[src/source/core_params.svh]
`ifndef CORE_PARAMS_SVH
`define CORE_PARAMS_SVH

// Datapath geometry
`define XLEN    32
`define REG_NUM 32
`define REG_AW  5

// 3R format, bits [31:15]
`define OP_ADD_W 17'h00020
`define OP_SUB_W 17'h00022
`define OP_SLT   17'h00024
`define OP_AND   17'h00029
`define OP_OR    17'h0002A
`define OP_XOR   17'h0002B

`define OP_ADDI_W  10'h00A  // 2RI12 format, bits [31:22]
`define OP_LU12I_W 7'h0A    // 1RI20 format, bits [31:25]

`endif

[src/source/core_pkg.sv]
`include "core_params.svh"

package core_pkg;

    // Register to register, ADD.W and friends
    typedef struct packed {
        logic [16:0]         opcode;
        logic [`REG_AW-1:0]  rk;
        logic [`REG_AW-1:0]  rj;
        logic [`REG_AW-1:0]  rd;
    } fmt_3r_t;

    // Register plus 12-bit signed immediate
    typedef struct packed {
        logic [9:0]          opcode;
        logic [11:0]         si12;
        logic [`REG_AW-1:0]  rj;
        logic [`REG_AW-1:0]  rd;
    } fmt_2ri12_t;

    // Destination plus 20-bit immediate
    typedef struct packed {
        logic [6:0]          opcode;
        logic [19:0]         si20;
        logic [`REG_AW-1:0]  rd;
    } fmt_1ri20_t;

    // One instruction word, three decode views
    typedef union packed {
        fmt_3r_t     r3;
        fmt_2ri12_t  ri12;
        fmt_1ri20_t  ri20;
        logic [31:0] raw;
    } instr_word_u;

    typedef enum logic [2:0] {
        ALU_ADD,
        ALU_SUB,
        ALU_SLT,
        ALU_AND,
        ALU_OR,
        ALU_XOR,
        ALU_LUI  // Immediate passes straight through
    } alu_op_e;

    typedef struct packed {
        logic [`XLEN-1:0] pc;
        instr_word_u      instr;
    } fetch_pkt_t;

    typedef struct packed {
        logic [`XLEN-1:0]   pc;
        alu_op_e            alu_op;
        logic [`REG_AW-1:0] rd;
        logic [`REG_AW-1:0] rj;
        logic [`REG_AW-1:0] rk;
        logic [`XLEN-1:0]   imm;
        logic               use_imm;  // Second operand is imm, not rk
        logic               wen;
    } dec_op_t;

    // Shared by execute register, commit port and register write
    typedef struct packed {
        logic [`XLEN-1:0]   pc;
        logic               wen;
        logic [`REG_AW-1:0] wnum;
        logic [`XLEN-1:0]   wdata;
    } commit_t;

endpackage

[src/source/instr_decode.sv]
`timescale 1ns/1ps
`include "core_params.svh"

module instr_decode (
    input  logic                 clk,
    input  logic                 arst_n_i,
    input  logic                 instr_valid_i,
    input  core_pkg::fetch_pkt_t instr_i,
    output logic                 instr_ready_o,
    input  logic                 hold_i,
    output logic                 dec_valid_o,
    output core_pkg::dec_op_t    dec_o
);

    core_pkg::instr_word_u word;
    core_pkg::dec_op_t     dec_d;
    logic                  legal;

    assign word          = instr_i.instr;
    assign instr_ready_o = ~hold_i;  // Whole pipeline moves as one

    always_comb begin
        dec_d        = '0;
        dec_d.pc     = instr_i.pc;
        dec_d.alu_op = core_pkg::ALU_ADD;
        legal        = 1'b1;
        if (word.ri20.opcode == `OP_LU12I_W) begin
            dec_d.alu_op  = core_pkg::ALU_LUI;
            dec_d.rd      = word.ri20.rd;
            dec_d.imm     = {word.ri20.si20, 12'b0};
            dec_d.use_imm = 1'b1;
        end else if (word.ri12.opcode == `OP_ADDI_W) begin
            dec_d.alu_op  = core_pkg::ALU_ADD;
            dec_d.rd      = word.ri12.rd;
            dec_d.rj      = word.ri12.rj;
            dec_d.imm     = {{20{word.ri12.si12[11]}}, word.ri12.si12};
            dec_d.use_imm = 1'b1;
        end else begin
            dec_d.rd = word.r3.rd;
            dec_d.rj = word.r3.rj;
            dec_d.rk = word.r3.rk;
            case (word.r3.opcode)
                `OP_ADD_W: dec_d.alu_op = core_pkg::ALU_ADD;
                `OP_SUB_W: dec_d.alu_op = core_pkg::ALU_SUB;
                `OP_SLT:   dec_d.alu_op = core_pkg::ALU_SLT;
                `OP_AND:   dec_d.alu_op = core_pkg::ALU_AND;
                `OP_OR:    dec_d.alu_op = core_pkg::ALU_OR;
                `OP_XOR:   dec_d.alu_op = core_pkg::ALU_XOR;
                default:   legal = 1'b0;
            endcase
        end

        // Illegal word turns into a zero result aimed at r0
        if (!legal) begin
            dec_d.alu_op  = core_pkg::ALU_LUI;
            dec_d.rd      = '0;
            dec_d.rj      = '0;
            dec_d.rk      = '0;
            dec_d.imm     = '0;
            dec_d.use_imm = 1'b1;
        end

        dec_d.wen = legal && (dec_d.rd != '0);  // r0 stays zero
    end

    always_ff @(posedge clk or negedge arst_n_i) begin
        if (!arst_n_i) begin
            dec_valid_o <= 1'b0;
        end else if (!hold_i) begin
            dec_valid_o <= instr_valid_i;  // Ready is high here, so valid means accepted
        end
    end

    always_ff @(posedge clk) begin
        if (!hold_i) begin
            dec_o <= dec_d;
        end
    end

    // Source must keep the packet until it is taken
    a_instr_stable: assert property (
        @(posedge clk) disable iff (!arst_n_i)
        instr_valid_i && !instr_ready_o |=> instr_valid_i && $stable(instr_i)
    ) else $error("instr_i changed while held back");

endmodule

[src/source/reg_file.sv]
`timescale 1ns/1ps
`include "core_params.svh"

module reg_file (
    input  logic                 clk,
    input  logic                 arst_n_i,
    input  logic [`REG_AW-1:0]   rd_addr_a_i,
    input  logic [`REG_AW-1:0]   rd_addr_b_i,
    output logic [`XLEN-1:0]     rd_data_a_o,
    output logic [`XLEN-1:0]     rd_data_b_o,
    input  logic                 wr_valid_i,
    input  core_pkg::commit_t    wr_i
);

    logic [`XLEN-1:0] regs [`REG_NUM];

    // r0 reads as zero whatever the array holds
    assign rd_data_a_o = (rd_addr_a_i == '0) ? '0 : regs[rd_addr_a_i];
    assign rd_data_b_o = (rd_addr_b_i == '0) ? '0 : regs[rd_addr_b_i];

    always_ff @(posedge clk or negedge arst_n_i) begin
        if (!arst_n_i) begin
            for (int i = 0; i < `REG_NUM; i++) begin
                regs[i] <= '0;
            end
        end else if (wr_valid_i && wr_i.wen && (wr_i.wnum != '0)) begin
            regs[wr_i.wnum] <= wr_i.wdata;
        end
    end

    // Decode already strips r0 writes
    a_no_r0_write: assert property (
        @(posedge clk) disable iff (!arst_n_i)
        wr_valid_i && wr_i.wen |-> wr_i.wnum != '0
    ) else $error("valid register write aimed at r0");

endmodule

[src/source/alu_execute.sv]
`timescale 1ns/1ps
`include "core_params.svh"

module alu_execute (
    input  logic                 clk,
    input  logic                 arst_n_i,
    input  logic                 dec_valid_i,
    input  core_pkg::dec_op_t    dec_i,
    input  logic                 hold_i,
    output logic [`REG_AW-1:0]   rf_addr_a_o,
    output logic [`REG_AW-1:0]   rf_addr_b_o,
    input  logic [`XLEN-1:0]     rf_data_a_i,
    input  logic [`XLEN-1:0]     rf_data_b_i,
    output logic                 exe_valid_o,
    output core_pkg::commit_t    exe_o
);

    logic              fwd_a;
    logic              fwd_b;
    logic [`XLEN-1:0]  src_a;
    logic [`XLEN-1:0]  src_b;
    logic [`XLEN-1:0]  op_b;
    logic [`XLEN-1:0]  result;
    core_pkg::commit_t exe_d;

    assign rf_addr_a_o = dec_i.rj;
    assign rf_addr_b_o = dec_i.rk;

    // Only the execute register can be newer than the register file
    assign fwd_a = exe_valid_o && exe_o.wen && (exe_o.wnum == dec_i.rj);
    assign fwd_b = exe_valid_o && exe_o.wen && (exe_o.wnum == dec_i.rk);

    assign src_a = fwd_a ? exe_o.wdata : rf_data_a_i;
    assign src_b = fwd_b ? exe_o.wdata : rf_data_b_i;
    assign op_b  = dec_i.use_imm ? dec_i.imm : src_b;

    always_comb begin
        case (dec_i.alu_op)
            core_pkg::ALU_ADD: result = src_a + op_b;
            core_pkg::ALU_SUB: result = src_a - op_b;  // Wraps at 32 bits
            core_pkg::ALU_SLT: result = {{(`XLEN-1){1'b0}}, $signed(src_a) < $signed(op_b)};
            core_pkg::ALU_AND: result = src_a & op_b;
            core_pkg::ALU_OR:  result = src_a | op_b;
            core_pkg::ALU_XOR: result = src_a ^ op_b;
            core_pkg::ALU_LUI: result = op_b;
            default:           result = '0;
        endcase
    end

    always_comb begin
        exe_d.pc    = dec_i.pc;
        exe_d.wen   = dec_i.wen;
        exe_d.wnum  = dec_i.rd;
        exe_d.wdata = result;
    end

    always_ff @(posedge clk or negedge arst_n_i) begin
        if (!arst_n_i) begin
            exe_valid_o <= 1'b0;
        end else if (!hold_i) begin
            exe_valid_o <= dec_valid_i;
        end
    end

    always_ff @(posedge clk) begin
        if (!hold_i) begin
            exe_o <= exe_d;
        end
    end

    // Decode never emits an unused op code
    a_alu_op_defined: assert property (
        @(posedge clk) disable iff (!arst_n_i)
        dec_valid_i |-> dec_i.alu_op inside {core_pkg::ALU_ADD, core_pkg::ALU_SUB,
                                             core_pkg::ALU_SLT, core_pkg::ALU_AND,
                                             core_pkg::ALU_OR,  core_pkg::ALU_XOR,
                                             core_pkg::ALU_LUI}
    ) else $error("undefined alu_op on a valid entry");

endmodule

[src/source/commit_result.sv]
`timescale 1ns/1ps

module commit_result (
    input  logic              clk,
    input  logic              arst_n_i,
    input  logic              exe_valid_i,
    input  core_pkg::commit_t exe_i,
    input  logic              commit_ready_i,
    output logic              commit_valid_o,
    output core_pkg::commit_t commit_o,
    output logic              hold_o,
    output logic              rf_wr_valid_o,
    output core_pkg::commit_t rf_wr_o
);

    // Stalled commit freezes every stage behind it
    assign hold_o = commit_valid_o & ~commit_ready_i;

    // Write lands on the same edge the entry moves into commit
    assign rf_wr_valid_o = exe_valid_i & ~hold_o;
    assign rf_wr_o       = exe_i;

    always_ff @(posedge clk or negedge arst_n_i) begin
        if (!arst_n_i) begin
            commit_valid_o <= 1'b0;
        end else if (!hold_o) begin
            commit_valid_o <= exe_valid_i;
        end
    end

    always_ff @(posedge clk) begin
        if (!hold_o) begin
            commit_o <= exe_i;
        end
    end

    // Trace entry and the execute entry behind it stay put until the sink takes it
    a_commit_stable: assert property (
        @(posedge clk) disable iff (!arst_n_i)
        commit_valid_o && !commit_ready_i |=>
            commit_valid_o && $stable(commit_o) && $stable(exe_valid_i) && $stable(exe_i)
    ) else $error("commit_o or the execute entry changed while held");

endmodule

[src/source/core_top.sv]
`timescale 1ns/1ps
`include "core_params.svh"

module core_top (
    input  logic                 clk,
    input  logic                 arst_n_i,
    input  logic                 instr_valid_i,
    input  core_pkg::fetch_pkt_t instr_i,
    output logic                 instr_ready_o,
    output logic                 commit_valid_o,
    output core_pkg::commit_t    commit_o,
    input  logic                 commit_ready_i
);

    logic               hold;
    logic               dec_valid;
    core_pkg::dec_op_t  dec;
    logic               exe_valid;
    core_pkg::commit_t  exe;
    logic [`REG_AW-1:0] rf_addr_a;
    logic [`REG_AW-1:0] rf_addr_b;
    logic [`XLEN-1:0]   rf_data_a;
    logic [`XLEN-1:0]   rf_data_b;
    logic               rf_wr_valid;
    core_pkg::commit_t  rf_wr;

    instr_decode u_instr_decode (
        .clk           (clk),
        .arst_n_i      (arst_n_i),
        .instr_valid_i (instr_valid_i),
        .instr_i       (instr_i),
        .instr_ready_o (instr_ready_o),
        .hold_i        (hold),
        .dec_valid_o   (dec_valid),
        .dec_o         (dec)
    );

    reg_file u_reg_file (
        .clk         (clk),
        .arst_n_i    (arst_n_i),
        .rd_addr_a_i (rf_addr_a),
        .rd_addr_b_i (rf_addr_b),
        .rd_data_a_o (rf_data_a),
        .rd_data_b_o (rf_data_b),
        .wr_valid_i  (rf_wr_valid),
        .wr_i        (rf_wr)
    );

    alu_execute u_alu_execute (
        .clk         (clk),
        .arst_n_i    (arst_n_i),
        .dec_valid_i (dec_valid),
        .dec_i       (dec),
        .hold_i      (hold),
        .rf_addr_a_o (rf_addr_a),
        .rf_addr_b_o (rf_addr_b),
        .rf_data_a_i (rf_data_a),
        .rf_data_b_i (rf_data_b),
        .exe_valid_o (exe_valid),
        .exe_o       (exe)
    );

    commit_result u_commit_result (
        .clk            (clk),
        .arst_n_i       (arst_n_i),
        .exe_valid_i    (exe_valid),
        .exe_i          (exe),
        .commit_ready_i (commit_ready_i),
        .commit_valid_o (commit_valid_o),
        .commit_o       (commit_o),
        .hold_o         (hold),
        .rf_wr_valid_o  (rf_wr_valid),
        .rf_wr_o        (rf_wr)
    );

endmodule

[config.mk]
export PLATFORM = sky130hd
export DESIGN_NAME = core_top
export DESIGN_NICKNAME = d
export VERILOG_FILES = /design/src/source/core_pkg.sv /design/src/source/instr_decode.sv /design/src/source/reg_file.sv /design/src/source/alu_execute.sv /design/src/source/commit_result.sv /design/src/source/core_top.sv
export VERILOG_INCLUDE_DIRS = /design/src /design/src/source
export SDC_FILE = /design/constraint.sdc
export NUM_CORES = 2
export LEC_CHECK = 0
export ABC_CLOCK_PERIOD_IN_PS = 19240
export BUFFER_PORTS_ARGS = -buffer_cell sky130_fd_sc_hd__buf_2
export CORE_ASPECT_RATIO = 2
export CORE_MARGIN = 2
export CORE_UTILIZATION = 45
export CTS_CLUSTER_SIZE = 14
export DETAILED_ROUTE_END_ITERATION = 10
export PLACE_DENSITY = 0.67
export SLEW_MARGIN = 15
export SYNTH_ARGS = -nofsm -noshare
export SYNTH_HDL_FRONTEND = slang
export SYNTH_SLANG_ARGS = --single-unit
[constraint.sdc]
create_clock -name clk -period 19.24 [get_ports clk]
set_input_delay 5.772 -clock clk [delete_from_list [all_inputs] [get_ports clk]]
set_output_delay 5.772 -clock clk [all_outputs]
set_load 0.05 [all_outputs]
# Yosys cells after proc, flatten, opt, wreduce, memory -nomap -nowiden
# Index checks and enable logic that the tools add are counted.
dict set report word_totals {
  ff_bits 1251
  out_inout_bits 72
  wordCells 130
}
dict set report classes {
  addsub 2
  magnitude_cmp 5
  eq_ne 16
  mux 26
  bitwise 12
  reduce_logical 16
}
# op n
set ops {}
lappend ops {{$bwmux 1024} 1}
lappend ops {{$bmux 32 s5} 2}
lappend ops {{$mux 32} 10}
lappend ops {{$pmux 32 s7} 1}
lappend ops {{$demux 32 s5} 1}
lappend ops {{$eq 17x6->1 const B} 6}
lappend ops {{$mux 33} 2}
lappend ops {{$mux 48} 1}
lappend ops {{$add 32x32->32} 1}
lappend ops {{$and 32x32->32} 1}
lappend ops {{$lt 32x32->1} 1}
lappend ops {{$or 32x32->32} 1}
lappend ops {{$sub 32x32->32} 1}
lappend ops {{$xor 32x32->32} 1}
lappend ops {{$ge 6x6->1 const B} 3}
lappend ops {{$not 5->6} 3}
lappend ops {{$pmux 3 s5} 1}
lappend ops {{$mux 13} 1}
lappend ops {{$eq 10x4->1 const B} 1}
lappend ops {{$eq 5x5->1} 2}
lappend ops {{$logic_not 5->1} 2}
lappend ops {{$mux 10} 1}
lappend ops {{$mux 5} 2}
lappend ops {{$reduce_bool 5->1} 2}
lappend ops {{other kinds (13)} 29}

# Depth between registers and ports, before layout
dict set report depth {
  depth_word 9
  depth_mapped 23
  ltp_nobuf 18
}

# Modules after synthesis
# From an unflattened synthesis, not the netlist that was laid out.
dict set report hier_totals {
  cells_unflattened 5017
  hier_area_um2 69350.3
}
# mod instances cells_per_inst area_per_inst_um2 seq_area_each_um2
set by_module_without_submodules {}
lappend by_module_without_submodules {reg_file 1 3620 54732.5 25624.6}
lappend by_module_without_submodules {alu_execute 1 1056 8732.1 2127.0}
lappend by_module_without_submodules {instr_decode 1 196 3200.6 2547.4}
lappend by_module_without_submodules {commit_result 1 145 2685.1 2127.0}

# Least setup slack after synthesis
# Ideal clock, no wire load.
dict set report synth_path {
  path_type {input to output}
  start {in commit_ready_i}
  end {out instr_ready_o}
  arrival_ns 11.574
  t_required_ns 13.468
  slack_ns 1.894
  cell_stages 1
  path_buffers 0
  path_cell_list {nand2b_1}
}
dict set report synth_via {
  elab_chain_cells 3
}
# item line_no
set synth_rtl {}
lappend synth_rtl {{start: declaration} core_top.sv:12} ;# input logic commit_ready_i
lappend synth_rtl {{$not 1->1} commit_result.sv:17} ;# assign hold_o = commit_valid_o & ~commit_ready_i;
lappend synth_rtl {{$and 1x1->1} commit_result.sv:17}
lappend synth_rtl {{$not 1->1} instr_decode.sv:20} ;# assign instr_ready_o = ~hold_i;
lappend synth_rtl {{end: declaration} core_top.sv:9} ;# output logic instr_ready_o,
# Every way passes these cells.

# Final worst setup path
# Ends and elaborated chain as after synthesis.

==> metrics.csv <==
metric,value,unit
Num CTS Buffers,108,
Vias,44300,
hold crit path type,reg -> reg,
endpoint class of the critical path,output port,
CTS resizes,0,
CTS max path bufs,3,
H-tree depth,3,
DRC violations left,0,
row count,201,
wire per inst,32.3,um
layout cells sized above 1,44.3,%
Crit path required time,13470,ps
Core Region,150000,um2
postcts setup bufs,0,
Ports,140,
initial antenna violation count,3,
P_leak,32.2,nW
vias in the first global route,46100,
Worst Setup Path Type,in -> out,
CP max FO,25,
"top cells by area, synth","dfrtp_1 38%, mux4_2 18%, mux2_2 17%",
GP Congestion,1.01,
starting density of the core,45.3,%
global route total overflow,0,
Synth Register Bits,1251,
Synth area leader,dfrtp_1,
sequential power share,43.1,%
part of the cycle the worst path needs,64.3,%
Sw Share,33.7,%
Psw,2.85,mW
Synth Flop Type,dfrtp_1,
"Power, Total",8.45,mW
Synthesis Warnings,0,
Iteration-0 DRC Markers,3983,
Post-synth EDFFs,224,
fin worst setup slack,6860,ps
clk slew on worst S/H paths,70,ps
die height,554,um
Fin. Hold Viols,0,
Worst-Margin Slew,1240,ps
"commonest non-fill, non-tap cell in the layout",mux2_2,
Synth cell types,92,
hpwl dp,128,mm
IO Port Bufs,139,
syn nets,4903,
Post-Syn Area,68000,um2
Period minus WS final,12380,ps
type of origin of the critical path,primary input,
crit path DAT,6610,ps
fin nets,4807,
fin. max-slew vios,0,
clock network fraction of total power,25.9,%
largest net degree at the start of global routing,177,
FMAX,0.0808,GHz
"Hold-fix buffers, CTS",0,
Post-Syn Instances,4730,
most frequent cells in the layout,"1035 x mux2_2, 1027 x dfrtp_1, 546 x mux4_2, 224 x edfxtp_1, 145 x nor2_1",
CTS tree,built,
final instance area,73900,um2
die area,155000,um2
Post-Route WL,215,mm
status,"finished, final reports clean",
clk_lat worst skew,740,ps
Worst slew margin,17.5,%
Placed Instance Area,70400,um2
Clock Skews,27.2,ps
sequential area share after synthesis,47.7,%
global-route wire length before repair,314,mm
clock sinks,1251,
root buf cell,clkbuf_16,
Tot GR Track Use,27.8,%
Comb pwr share,30.9,%
routed vias/inst,6.67,
internal power,5.60,mW
Layout Area Growth over Synthesis,8.59,%
DP Worst Slack,6860,ps
Final ANT Viol Nets,0,
final setup TNS,0,ps
post-synth top area share,37.8,%
worst vdd ir,0.0784,mV
RSZ-0062 raised after global routing,no,
Syn Area/Cell,14.4,um2
PD cells,114,nW/um2
total iterations of the first detailed-routing run,5,
Max Cap Violations,0,
final setup violation count,0,
Chip Width,279,um
fraction of registers with async set or reset after synthesis,82.1,%
==> Yosys cell counts, types with 27 or more instances <==
cell type  number
mux2_2       1035
dfrtp_1      1027
mux4_2        546
clkbuf_1      308
edfxtp_1      224
nor2_1        159
nand2_1       123
a21oi_1       116
mux2i_1       115
ha_1          103
inv_1          92
buf_2          73
buf_1          69
a211oi_1       53
o21ai_0        42
nor2b_1        35
a22o_1         34
nor3_1         34
o221ai_1       34
and2_1         30
a21o_1         29
o31ai_1        29
a22oi_1        27
==> metrics by stage <==
| step | utilization [%] | hold slack, ps | cells |
|---|---|---|---|
| detailed placement | 46.9 | 384 | 6448 |
| global route | 49.2 | 411 | 6643 |
| CTS | 49.2 | 399 | 6638 |
| finish | 49.2 | 398 | 6645 |
| floorplan | - | 400 | 4730 |
| global placement | 46.9 | 376 | 6448 |
==> critical path, cell delays in order <==
cell and delay [ps]:
buf_2 70, nand2b_4 380, buf_2 360
==> routing by layer <==
metal / share of wire [%] / track usage, % / up-vias
li1: - / - / 17900
met1: 35 / 32.2 / 23700
met2: 50 / 47.6 / 2062
met3: 7.1 / 4.56 / 645
met4: 7.3 / 18.0 / 2
met5: 0.0061 / 0 / -
==> worst paths after layout <==
path / from / endpoint / slack, ps / cells past startpoint
worst max-delay path: commit_ready_i / instr_ready_o / 6860 / 3
worst min-delay path: u_reg_file.regs[1018] / u_reg_file.regs[1018] / 400 / 0
worst max register to register: u_instr_decode.dec_o[39] / u_alu_execute.exe_o[28] / 10790 / 20
worst min register to register: u_reg_file.regs[1018] / u_reg_file.regs[1018] / 400 / 0
max in group asynchronous: arst_n_i / u_reg_file.regs[798] / 11560 / 3
min in group asynchronous: arst_n_i / u_reg_file.regs[37] / 5140 / 1
==> power groups by stage <==
stage	logic [mW]	clock network, mW	registers (mW)
floorplan	1.78	0	3.69
global placement	2.54	0	3.65
detailed placement	2.58	0	3.69
CTS	2.58	2.22	3.64
global route	2.76	2.32	3.70
finish	2.61	2.19	3.64
==> final cells by class <==
| class | count | area [um2] |
|---|---|---|
| Multi-Input combinational cell | 2893 | 33300 |
| Tap cell | 1928 | 2410 |
| Sequential cell | 1251 | 32400 |
| Fill cell | 12700 | 76300 |
| Antenna cell | 3 | 7.51 |
| Clock buffer | 165 | 3170 |
| Timing Repair Buffer | 276 | 1900 |
| Clock inverter | 25 | 233 |
| Inverter | 104 | 390 |
==> cells by family (layout without fill, tap and decap cells) <==
| logic type | Yosys count | after routing | synth area share (%) |
|---|---|---|---|
| flip-flops | 1251 | 1251 | 47.7 |
| other | 0 | 3 | 0 |
| multiplexers | 1696 | 1696 | 36.9 |
| AO/OA/AOI/OAI | 576 | 576 | 6.07 |
| XOR/XNOR | 25 | 25 | 0.322 |
| adder cells (fa/ha/maj) | 105 | 105 | 1.95 |
| AND/OR/NAND/NOR | 491 | 491 | 3.46 |
| buffers and inverters | 586 | 570 | 3.65 |
==> registers in the layout (all words and copies together) (netlist names) <==
| name | cells |
|---|---|
| u_reg_file.regs | 1024 |
| u_instr_decode.dec_o | 84 |
| u_alu_execute.exe_o | 70 |
| u_commit_result.commit_o | 70 |
| u_alu_execute.exe_valid_o | 1 |
| u_commit_result.commit_valid_o | 1 |
| u_instr_decode.dec_valid_o | 1 |
Note: power is estimated with default switching activity, not from simulation.
